$ cat config.mk
export PLATFORM = sky130hd
export DESIGN_NAME = ex_stage
export DESIGN_NICKNAME = d
export VERILOG_FILES = /design/src/ex_pkg.sv /design/src/alu_unit.sv /design/src/mult_unit.sv /design/src/ex_writeback.sv /design/src/ex_stage.sv
export SDC_FILE = /design/constraint.sdc
export NUM_CORES = 2
export LEC_CHECK = 0
export CORE_ASPECT_RATIO = 0.75
export CORE_MARGIN = 2
export CORE_UTILIZATION = 60
export CTS_CLUSTER_SIZE = 12
export DETAILED_ROUTE_END_ITERATION = 8
export DONT_BUFFER_PORTS = 1
export GPL_TIMING_DRIVEN = 0
export HOLD_SLACK_MARGIN = 0.03
export PLACE_DENSITY = 0.8
export SYNTH_ARGS = -nofsm -noshare
export SYNTH_HDL_FRONTEND = slang
export SYNTH_HIERARCHICAL = 1
export SYNTH_SLANG_ARGS = --single-unit
$ cat constraint.sdc
create_clock -name clk -period 8 [get_ports clk]
set_input_delay 0.8 -clock clk [delete_from_list [all_inputs] [get_ports clk]]
set_output_delay 0.8 -clock clk [all_outputs]
set_load 0.02 [all_outputs]
$ cat src/ex_pkg.sv
// Execute stage shared definitions
// Data widths, operator encodings, multiplier states and the
// request and write bundles passed between the execute blocks

package ex_pkg;

  ////////////////////
  // Widths
  ////////////////////

  // Data path width of the integer core
  localparam int WORD_W     = 32;
  // Register file write address, 64 entries
  localparam int REG_ADDR_W = 6;

  typedef logic [WORD_W-1:0]     word_t;
  typedef logic [REG_ADDR_W-1:0] reg_addr_t;

  ////////////////////
  // Encodings
  ////////////////////

  // ALU operator, arithmetic and logic first, then compares
  typedef enum logic [3:0] {
    ALU_ADD, ALU_SUB, ALU_AND, ALU_OR, ALU_XOR, ALU_SLL, ALU_SRL, ALU_SRA,
    ALU_SLT, ALU_SLTU, ALU_EQ, ALU_NE, ALU_LT, ALU_GE, ALU_LTU, ALU_GEU
  } alu_op_e;

  // Multiplier operator, low word or signed/unsigned high word
  typedef enum logic [1:0] {
    MUL_L  = 2'd0,
    MUL_H  = 2'd1,
    MUL_HU = 2'd2
  } mul_op_e;

  // High product sequencer
  typedef enum logic [1:0] {
    MULT_IDLE = 2'd0,
    MULT_STEP = 2'd1,
    MULT_DONE = 2'd2
  } mult_state_e;

  ////////////////////
  // Bundles
  ////////////////////

  typedef struct packed {
    alu_op_e operator;
    word_t   operand_a;
    word_t   operand_b;
    // Jump target, passed through for the fetch stage
    word_t   operand_c;
  } alu_req_t;

  typedef struct packed {
    mul_op_e operator;
    word_t   op_a;
    word_t   op_b;
  } mult_req_t;

  // One register file write port
  typedef struct packed {
    logic      we;
    reg_addr_t waddr;
    word_t     wdata;
  } rf_wr_t;

endpackage

$ cat src/alu_unit.sv
// Integer ALU of the execute stage
// Single cycle add, subtract, logic, shifts and compares
// Compare operators also drive the branch decision flag

`timescale 1ns/100ps

module alu_unit (
  input  logic             clk,
  input  logic             rst_n,
  input  logic             enable_i,
  input  ex_pkg::alu_req_t req_i,
  output ex_pkg::word_t    result_o,
  output logic             cmp_result_o
);

  import ex_pkg::*;

  word_t      op_a;
  word_t      op_b;
  logic [4:0] shamt;
  logic       is_eq;
  logic       is_lt;
  logic       is_ltu;
  logic       is_cmp_op;

  assign op_a  = req_i.operand_a;
  assign op_b  = req_i.operand_b;
  // Only the low five bits count for a 32-bit shift
  assign shamt = op_b[4:0];

  ////////////////////
  // Comparator
  ////////////////////

  assign is_eq  = (op_a == op_b);
  assign is_lt  = ($signed(op_a) < $signed(op_b));
  assign is_ltu = (op_a < op_b);

  // Set-less-than and branch compares return a flag
  assign is_cmp_op = req_i.operator inside {ALU_SLT, ALU_SLTU, ALU_EQ, ALU_NE,
                                             ALU_LT, ALU_GE, ALU_LTU, ALU_GEU};

  ////////////////////
  // Result select
  ////////////////////

  always_comb begin
    result_o     = '0;
    cmp_result_o = 1'b0;
    unique case (req_i.operator)
      ALU_ADD:  result_o = op_a + op_b;
      ALU_SUB:  result_o = op_a - op_b;
      ALU_AND:  result_o = op_a & op_b;
      ALU_OR:   result_o = op_a | op_b;
      ALU_XOR:  result_o = op_a ^ op_b;
      ALU_SLL:  result_o = op_a << shamt;
      ALU_SRL:  result_o = op_a >> shamt;
      // Arithmetic shift keeps the sign bit
      ALU_SRA:  result_o = $signed(op_a) >>> shamt;
      ALU_SLT:  cmp_result_o = is_lt;
      ALU_SLTU: cmp_result_o = is_ltu;
      ALU_EQ:   cmp_result_o = is_eq;
      ALU_NE:   cmp_result_o = !is_eq;
      ALU_LT:   cmp_result_o = is_lt;
      ALU_GE:   cmp_result_o = !is_lt;
      ALU_LTU:  cmp_result_o = is_ltu;
      ALU_GEU:  cmp_result_o = !is_ltu;
    endcase

    // Flag as a zero extended word
    if (is_cmp_op) begin
      result_o = {{(WORD_W-1){1'b0}}, cmp_result_o};
    end
  end

  ////////////////////
  // Checks
  ////////////////////

  // Decode must hand over a known operator whenever the ALU is used
  a_op_known : assert property (
    @(posedge clk) disable iff (!rst_n)
    enable_i |-> !$isunknown(req_i.operator)
  );

endmodule

$ cat src/mult_unit.sv
// Integer multiplier of the execute stage
// MUL returns the low product in the same cycle
// MULH and MULHU run a short sequence over 16-bit partial products
// and return the high word two edges after the request

`timescale 1ns/100ps

module mult_unit (
  input  logic              clk,
  input  logic              rst_n,
  input  logic              enable_i,
  input  logic              ex_ready_i,
  input  ex_pkg::mult_req_t req_i,
  output ex_pkg::word_t     result_o,
  output logic              multicycle_o,
  output logic              ready_o
);

  import ex_pkg::*;

  mult_state_e        state_q;
  mult_state_e        state_d;
  logic               hi_op;
  logic               hi_signed;
  word_t              low_prod;
  logic signed [16:0] a_lo;
  logic signed [16:0] a_hi;
  logic signed [16:0] b_lo;
  logic signed [16:0] b_hi;
  logic signed [33:0] pp_ll_q;
  logic signed [33:0] pp_lh_q;
  logic signed [33:0] pp_hl_q;
  logic signed [33:0] pp_hh_q;
  logic signed [63:0] pp_ll_x;
  logic signed [63:0] pp_lh_x;
  logic signed [63:0] pp_hl_x;
  logic signed [63:0] pp_hh_x;
  logic signed [63:0] hi_sum;

  assign hi_op     = (req_i.operator == MUL_H) || (req_i.operator == MUL_HU);
  assign hi_signed = (req_i.operator == MUL_H);

  // Truncated product is the same for signed and unsigned
  assign low_prod = req_i.op_a * req_i.op_b;

  ////////////////////
  // Operand halves
  ////////////////////

  // Low halves are always positive, high halves carry the sign for MULH
  assign a_lo = {1'b0, req_i.op_a[15:0]};
  assign b_lo = {1'b0, req_i.op_b[15:0]};
  assign a_hi = {hi_signed & req_i.op_a[31], req_i.op_a[31:16]};
  assign b_hi = {hi_signed & req_i.op_b[31], req_i.op_b[31:16]};

  // Partial products captured at the end of STEP
  always_ff @(posedge clk) begin
    if (state_q == MULT_STEP) begin
      pp_ll_q <= a_lo * b_lo;
      pp_lh_q <= a_lo * b_hi;
      pp_hl_q <= a_hi * b_lo;
      pp_hh_q <= a_hi * b_hi;
    end
  end

  // Recombine in DONE with sign extended partials
  always_comb begin
    pp_ll_x = pp_ll_q;
    pp_lh_x = pp_lh_q;
    pp_hl_x = pp_hl_q;
    pp_hh_x = pp_hh_q;
    hi_sum  = pp_ll_x + (pp_lh_x <<< 16) + (pp_hl_x <<< 16) + (pp_hh_x <<< 32);
  end

  ////////////////////
  // Sequencer
  ////////////////////

  always_comb begin
    state_d = state_q;
    case (state_q)
      MULT_IDLE: if (enable_i && hi_op) state_d = MULT_STEP;
      MULT_STEP: state_d = MULT_DONE;
      // Hold the high word until the stage moves on
      MULT_DONE: if (ex_ready_i) state_d = MULT_IDLE;
      default:   state_d = MULT_IDLE;
    endcase
  end

  always_ff @(posedge clk or negedge rst_n) begin
    if (!rst_n) begin
      state_q <= MULT_IDLE;
    end else begin
      state_q <= state_d;
    end
  end

  assign multicycle_o = (state_q != MULT_IDLE);
  // Busy while a high word request is starting or in STEP
  assign ready_o      = (state_q == MULT_DONE) ||
                        ((state_q == MULT_IDLE) && !(enable_i && hi_op));
  assign result_o     = (state_q == MULT_DONE) ? hi_sum[63:32] : low_prod;

  // Decode holds the request for the whole high word sequence
  a_req_stable : assert property (
    @(posedge clk) disable iff (!rst_n)
    (state_q != MULT_IDLE) |-> $stable(req_i)
  );

endmodule

$ cat src/ex_writeback.sv
// Execute stage result combiner
// Selects CSR, multiplier or ALU data for the forwarding write,
// holds the EX/WB register of the load write port and
// forms the ready and valid levels of the stage

`timescale 1ns/100ps

module ex_writeback (
  input  logic              clk,
  input  logic              rst_n,
  input  logic              alu_en_i,
  input  logic              mult_en_i,
  input  logic              csr_access_i,
  input  logic              lsu_en_i,
  input  logic              branch_in_ex_i,
  input  logic              lsu_ready_ex_i,
  input  logic              lsu_err_i,
  input  logic              wb_ready_i,
  input  logic              mult_ready_i,
  input  logic              regfile_alu_we_i,
  input  logic              regfile_we_i,
  input  ex_pkg::word_t     alu_result_i,
  input  ex_pkg::word_t     mult_result_i,
  input  ex_pkg::word_t     csr_rdata_i,
  input  ex_pkg::word_t     lsu_rdata_i,
  input  ex_pkg::reg_addr_t regfile_alu_waddr_i,
  input  ex_pkg::reg_addr_t regfile_waddr_i,
  output ex_pkg::rf_wr_t    regfile_alu_fw_o,
  output ex_pkg::rf_wr_t    regfile_wb_o,
  output logic              ex_ready_o,
  output logic              ex_valid_o
);

  import ex_pkg::*;

  word_t     fw_wdata;
  logic      units_ready;
  logic      lsu_we_next;
  logic      lsu_we_q;
  reg_addr_t lsu_waddr_q;

  ////////////////////
  // Forwarding port
  ////////////////////

  // CSR read wins, then multiplier, then ALU
  always_comb begin
    if (csr_access_i) begin
      fw_wdata = csr_rdata_i;
    end else if (mult_en_i) begin
      fw_wdata = mult_result_i;
    end else if (alu_en_i) begin
      fw_wdata = alu_result_i;
    end else begin
      fw_wdata = '0;
    end
  end

  assign regfile_alu_fw_o = '{we: regfile_alu_we_i, waddr: regfile_alu_waddr_i, wdata: fw_wdata};

  ////////////////////
  // Stall logic
  ////////////////////

  assign units_ready = mult_ready_i & lsu_ready_ex_i & wb_ready_i;
  // Branches resolve here and never wait for writeback
  assign ex_ready_o  = units_ready | branch_in_ex_i;
  assign ex_valid_o  = (alu_en_i | mult_en_i | csr_access_i | lsu_en_i) & units_ready;

  ////////////////////
  // EX/WB register
  ////////////////////

  // A faulting load must not write the register file
  assign lsu_we_next = regfile_we_i & ~lsu_err_i;

  always_ff @(posedge clk or negedge rst_n) begin
    if (!rst_n) begin
      lsu_we_q <= 1'b0;
    end else if (ex_valid_o) begin
      lsu_we_q <= lsu_we_next;
    end else if (wb_ready_i) begin
      // Writeback took the old entry and nothing new arrived
      lsu_we_q <= 1'b0;
    end
  end

  always_ff @(posedge clk) begin
    if (ex_valid_o && lsu_we_next) begin
      lsu_waddr_q <= regfile_waddr_i;
    end
  end

  // Load data arrives from the LSU in the writeback cycle
  assign regfile_wb_o = '{we: lsu_we_q, waddr: lsu_waddr_q, wdata: lsu_rdata_i};

  // Decode issues to one result source at a time
  a_one_source : assert property (
    @(posedge clk) disable iff (!rst_n)
    $onehot0({alu_en_i, mult_en_i, csr_access_i})
  );

endmodule

$ cat src/ex_stage.sv
// Integer execute stage, top level
// ALU and multiplier work side by side, the writeback combiner
// merges their results and forms the stage handshake levels
// Branch decision and jump target go straight back to fetch

`timescale 1ns/100ps

module ex_stage (
  input  logic              clk,
  input  logic              rst_n,
  // From decode
  input  logic              alu_en_i,
  input  ex_pkg::alu_req_t  alu_req_i,
  input  logic              mult_en_i,
  input  ex_pkg::mult_req_t mult_req_i,
  input  logic              csr_access_i,
  input  ex_pkg::word_t     csr_rdata_i,
  // Destinations
  input  logic              regfile_alu_we_i,
  input  ex_pkg::reg_addr_t regfile_alu_waddr_i,
  input  logic              regfile_we_i,
  input  ex_pkg::reg_addr_t regfile_waddr_i,
  // Control
  input  logic              branch_in_ex_i,
  input  logic              lsu_en_i,
  input  logic              lsu_ready_ex_i,
  input  logic              lsu_err_i,
  input  ex_pkg::word_t     lsu_rdata_i,
  input  logic              wb_ready_i,
  // Results
  output ex_pkg::rf_wr_t    regfile_alu_fw_o,
  output ex_pkg::rf_wr_t    regfile_wb_o,
  output ex_pkg::word_t     jump_target_o,
  output logic              branch_decision_o,
  output logic              mult_multicycle_o,
  output logic              ex_ready_o,
  output logic              ex_valid_o
);

  import ex_pkg::*;

  word_t alu_result;
  logic  alu_cmp;
  word_t mult_result;
  logic  mult_ready;

  ////////////////////
  // Branch outputs
  ////////////////////

  assign branch_decision_o = alu_cmp;
  assign jump_target_o     = alu_req_i.operand_c;

  alu_unit u_alu (
    .clk          (clk),
    .rst_n        (rst_n),
    .enable_i     (alu_en_i),
    .req_i        (alu_req_i),
    .result_o     (alu_result),
    .cmp_result_o (alu_cmp)
  );

  // Stage ready releases the held high word
  mult_unit u_mult (
    .clk          (clk),
    .rst_n        (rst_n),
    .enable_i     (mult_en_i),
    .ex_ready_i   (ex_ready_o),
    .req_i        (mult_req_i),
    .result_o     (mult_result),
    .multicycle_o (mult_multicycle_o),
    .ready_o      (mult_ready)
  );

  ex_writeback u_wb (
    .clk                 (clk),
    .rst_n               (rst_n),
    .alu_en_i            (alu_en_i),
    .mult_en_i           (mult_en_i),
    .csr_access_i        (csr_access_i),
    .lsu_en_i            (lsu_en_i),
    .branch_in_ex_i      (branch_in_ex_i),
    .lsu_ready_ex_i      (lsu_ready_ex_i),
    .lsu_err_i           (lsu_err_i),
    .wb_ready_i          (wb_ready_i),
    .mult_ready_i        (mult_ready),
    .regfile_alu_we_i    (regfile_alu_we_i),
    .regfile_we_i        (regfile_we_i),
    .alu_result_i        (alu_result),
    .mult_result_i       (mult_result),
    .csr_rdata_i         (csr_rdata_i),
    .lsu_rdata_i         (lsu_rdata_i),
    .regfile_alu_waddr_i (regfile_alu_waddr_i),
    .regfile_waddr_i     (regfile_waddr_i),
    .regfile_alu_fw_o    (regfile_alu_fw_o),
    .regfile_wb_o        (regfile_wb_o),
    .ex_ready_o          (ex_ready_o),
    .ex_valid_o          (ex_valid_o)
  );

endmodule

# Word level (Yosys, flattened, before mapping)

Index checks and enable logic that the tools add are counted.

Add/sub/neg operators: 5
$mul: 5
$lt $le $gt $ge: 2
Equality and inequality tests: 22
Shifts and indexed selects: 3
Mux-type cells: 12
Bitwise gates (word level): 14
Reduce and logical (&&, ||, !) cells: 17

Operators with widths:

| kind                                                | count |
|---|---|
| case mux 32 bit (8 select lines)                    | 1 |
| 2-to-1 mux 32 bit                                   | 5 |
| multiplier 17 x 17 -> 34 bit                        | 2 |
| adder 64 bit                                        | 1 |
| < comparator 32 bit                                 | 2 |
| adder 51 x 50 -> 52 bit                             | 1 |
| adder 33 x 50 -> 51 bit                             | 1 |
| adder 32 bit                                        | 1 |
| bitwise AND 32 bit                                  | 1 |
| equality test 32 bit                                | 1 |
| equality test 4 bit, second input constant          | 8 |
| multiplier 16 x 16 -> 32 bit                        | 1 |
| multiplier 17 x 17 -> 32 bit                        | 1 |
| multiplier 32 x 32 -> 32 bit                        | 1 |
| bitwise OR 32 bit                                   | 1 |
| << shifter 32 x 5 -> 32 bit                         | 1 |
| >> shifter 32 x 5 -> 32 bit                         | 1 |
| >>> shifter 32 x 5 -> 32 bit                        | 1 |
| subtractor 32 bit                                   | 1 |
| XOR 32 bit                                          | 1 |
| equality test 4 x 3 -> 1 bit, second input constant | 4 |
| equality test 4 x 2 -> 1 bit, second input constant | 2 |
| nonzero test 8 bit                                  | 1 |
| bitwise AND 1 bit                                   | 6 |
| other kinds (19)                                    | 34 |

Register bits: 141
Bits of input ports: 254
Word-level logic and storage cells: 87

# Logic depth before layout (Yosys ltp)

Depth in word-level cells: 11
Gate-level depth with buffers: 30

# Cells and area by module

Netlist, hierarchy kept.

By module, submodules not included:

| module       | times used | cells each | area each (um^2) | sequential area each (um^2) |
|---|---|---|---|---|
| mult_unit    | 1          | 5977       | 57118.5          | 3533.4 |
| alu_unit     | 1          | 1313       | 8709.6           | 0.0 |
| ex_writeback | 1          | 201        | 1425.1           | 205.2 |
| ex_stage     | 1          | 32         | 240.2            | 0.0 |

# Worst setup path before layout

Ideal clock, no wire load.

Kind: input port to output port
From: in mult_req_i[45] (netlist name)
To: out regfile_alu_fw_o[31] (netlist name)
Data arrival time: 7.920 ns
Path slack: -0.720 ns
Cell stages on the path: 28
Cell sequence: clkbuf_1 -> nand2_1 -> fa_1 -> inv_1 -> fa_1 -> fa_1 -> inv_1 -> fa_1 -> inv_1 -> fa_1 -> inv_1 -> fa_1 -> inv_1 -> fa_1 -> fa_1 -> ha_1 -> a21o_1 -> a21o_1 -> a21o_1 -> a211oi_1 -> o21ai_0 -> a22o_1 -> o41ai_4 -> o21ai_0 -> xnor2_1 -> mux2i_1 -> nand2_1 -> a31oi_1

RTL lines:

| what        | line           | RTL |
|---|---|---|
| from (decl) | ex_stage.sv:15 | `input ex_pkg::mult_req_t mult_req_i,` |
| to (decl)   | ex_stage.sv:31 | `output ex_pkg::rf_wr_t regfile_alu_fw_o,` |

==> run metrics <==
Routed WL per cell=32.4 um; syn_area_per_cell=8.97 um2; grt ovf=0; netlist area before placement=67500 um2; number of synthesis warnings=6; Worst-Skew Late Latency=530 ps; register bit total from synthesis=125; Nets=9925; DR vias/cell=6.49; min Tclk post-route=9180 ps; Area Overhead vs Synth=8.01%; worst slack, placed=-2640 ps; ANT nets after route=0; drt drc=4; share of layout cells above drive strength 1=8.05%; final WL=298 mm; Clock Sinks=125; Die Y=294 um; fin. max-slew vios=17; Yosys cell types=99; most common cell after layout, fill and taps aside=inv_1; Critical Path RT=7200 ps; RD Place Congestion=1.14; total die area=115000 um2; Crit path top cell by count=fa_1; WS Path Type=input port to output pin; Slew HR=-7.96%; final setup vio count=20; Worst Hold Class=input port to flip-flop; CTS tree=yes; Total Negative Setup Slacks=-11720 ps; hold slack=354 ps; final worst-path setup slack=-1180 ps; Post-synth EDFFs=122; Peak Freq=109 MHz; CP max stage delay=1160 ps; Startpoint Class=input port; Root Driver=clkbuf_16; I/O pin count=368; Layout Skew=16.4 ps; sequential share of the synthesized area=5.54%; number of global-route vias before repair=59600; total number of vias=59600; maximum fanout along the worst path=12; Synth area leaders=fa_1 (41%), ha_1 (12%), inv_1 (9.4%); synthesized net count=9843; status=complete, but fails checks; Detailed Place HPWL=248 mm; Final Hold Viols=0; Buffers on Ports=0; CP Data Arrival Time=8380 ps; Main synth FF type=edfxtp_1; gr usage total=52.2%; FF-to-FF setup slack=4850 ps; pin count of the biggest net entering global routing=38; violated checks=design-rule violations, max-capacitance violations, max-slew violations, negative setup slack; # fillers=8904; Synth area leader=fa_1; Worst setup EP type=output pin; Async S/R FF share, synth=2.40%; Post-Syn Instances=7523; site row count=106; Die Width=391 um; share of the clock period used by the worst path=115%; first-pass GRT wire length=419 mm; commonest cells after routing, fill and taps aside=inv_1 (1681), fa_1 (1378), nand2_1 (766); TritonRoute pass-1 iters=9; Initial Util=60.5%; number of CTS-inserted buffers=17; Synth top area share=41.3%; RSZ-0062 raised after global routing=true; clock slew at reported path FFs=70 ps; Critical-path top delay cell=clkbuf_1; Slew @ Worst Pin=1620 ps; Iteration-0 DRC Markers=8894; CTS Buffer Depth=2; H-tree depth=4; initial antenna violation count=45; max cap viols=3; core area=112000 um2
==> flip-flops by register name (all words and copies together) (netlist names) <==
register and count:
u_mult/pp_hl_q 34, u_mult/pp_lh_q 34, u_mult/pp_hh_q 32, u_mult/pp_ll_q 16, u_wb/lsu_waddr_q 6, u_mult/state_q 2
u_wb/lsu_we_q 1
==> layer usage <==
metal,vias to the layer above,global-route usage [%],part of all wire [%]
met4,54,27.8,6.6
met2,5296,67.2,38
met5,-,4.23,0.28
met3,1115,30.3,19
li1,23500,-,-
met1,29600,67.8,37
==> final timing paths <==
path,startpoint,end,depth (start not counted)
min in group asynchronous,rst_n,u_mult/state_q[1],1
min reg2reg,u_wb/lsu_we_q,u_wb/lsu_we_q,2
min,wb_ready_i,u_wb/lsu_we_q,1
max,mult_req_i[0],regfile_alu_fw_o[31],26
max reg2reg,u_mult/state_q[0],u_mult/state_q[1],4
max in group asynchronous,rst_n,u_mult/state_q[0],1
==> timing repair <==
item / CTS / global route
resized for setup: 344 / 147
hold buffers: 1 / 0
cloned: 0 / 0
endpoints found under the setup margin: 39 / 30
hold endpoints to repair: 3 / 0
setup buffers: 32 / 25
pin swaps: 88 / 94
==> stage by stage <==
stage          std cells  instance area [um2]  util [%]
6_report            9186                72900      65.4
5_1_grt             9145                72800      65.3
4_1_cts             9105                72100      64.6
3_5_place_dp        9041                69800      62.6
3_3_place_gp        9035                69700      62.5
2_1_floorplan       7523                67800         -
==> cell type report <==
type	count	area [um2]	share of cell area [%]
multi-input combinational	5297	56800	78.0
tap	1512	1890	2.59
sequential	125	3740	5.13
clock inverter	15	128	0.175
timing repair buffer	64	572	0.784
antenna	56	140	0.192
inverter	1691	6350	8.71
buffer	409	2820	3.87
clock buffer	17	425	0.584
==> cells in the mapped netlist, types with 11 or more instances <==
cell type / number
inv_1: 1690
fa_1: 1393
nand2_1: 800
ha_1: 673
and2_1: 489
clkbuf_1: 278
nor2_1: 275
a21oi_1: 255
xnor2_1: 181
o21ai_0: 180
edfxtp_1: 122
a21o_1: 94
buf_4: 74
nor2b_1: 71
a31oi_1: 57
nand3_1: 56
nor3_1: 56
mux2i_1: 55
xor2_1: 52
a211oi_1: 41
and3_1: 38
buf_2: 36
o21a_1: 36
nand3b_1: 35
mux4_2: 34
o211ai_1: 34
o21bai_1: 30
or2_2: 28
nand2b_1: 27
nor4_1: 24
a221oi_1: 23
or3_1: 21
o31ai_1: 20
buf_1: 15
nand4_1: 15
a211o_1: 14
a22oi_1: 13
o22ai_1: 11
==> cell families (layout without fill, tap and decap cells) <==
family          count (synthesis)  count (layout)  synth area share, %
fa+ha+maj                    2066            2066                 53.8
flops                         125             125                 5.54
simple gates                 1960            1960                 14.2
xor+xnor                      233             233                 3.02
other cells                     0              56                    0
buf+inv                      2101            2196                 12.2
compound gates                939             939                 9.17
mux                            99              99                 2.12
==> worst max-delay path, delay by kind of cell <==
family / cells / cell delay (ps)
AO/OA/AOI/OAI: 9 / 1770
buffers and inverters: 6 / 1660
adder cells (fa/ha/maj): 7 / 2940
multiplexers: 1 / 320
AND/OR/NAND/NOR: 2 / 650
XOR/XNOR: 1 / 200
Power is not shown: default switching activity piles up to over one toggle a cycle in this logic, so the estimate is an artifact.
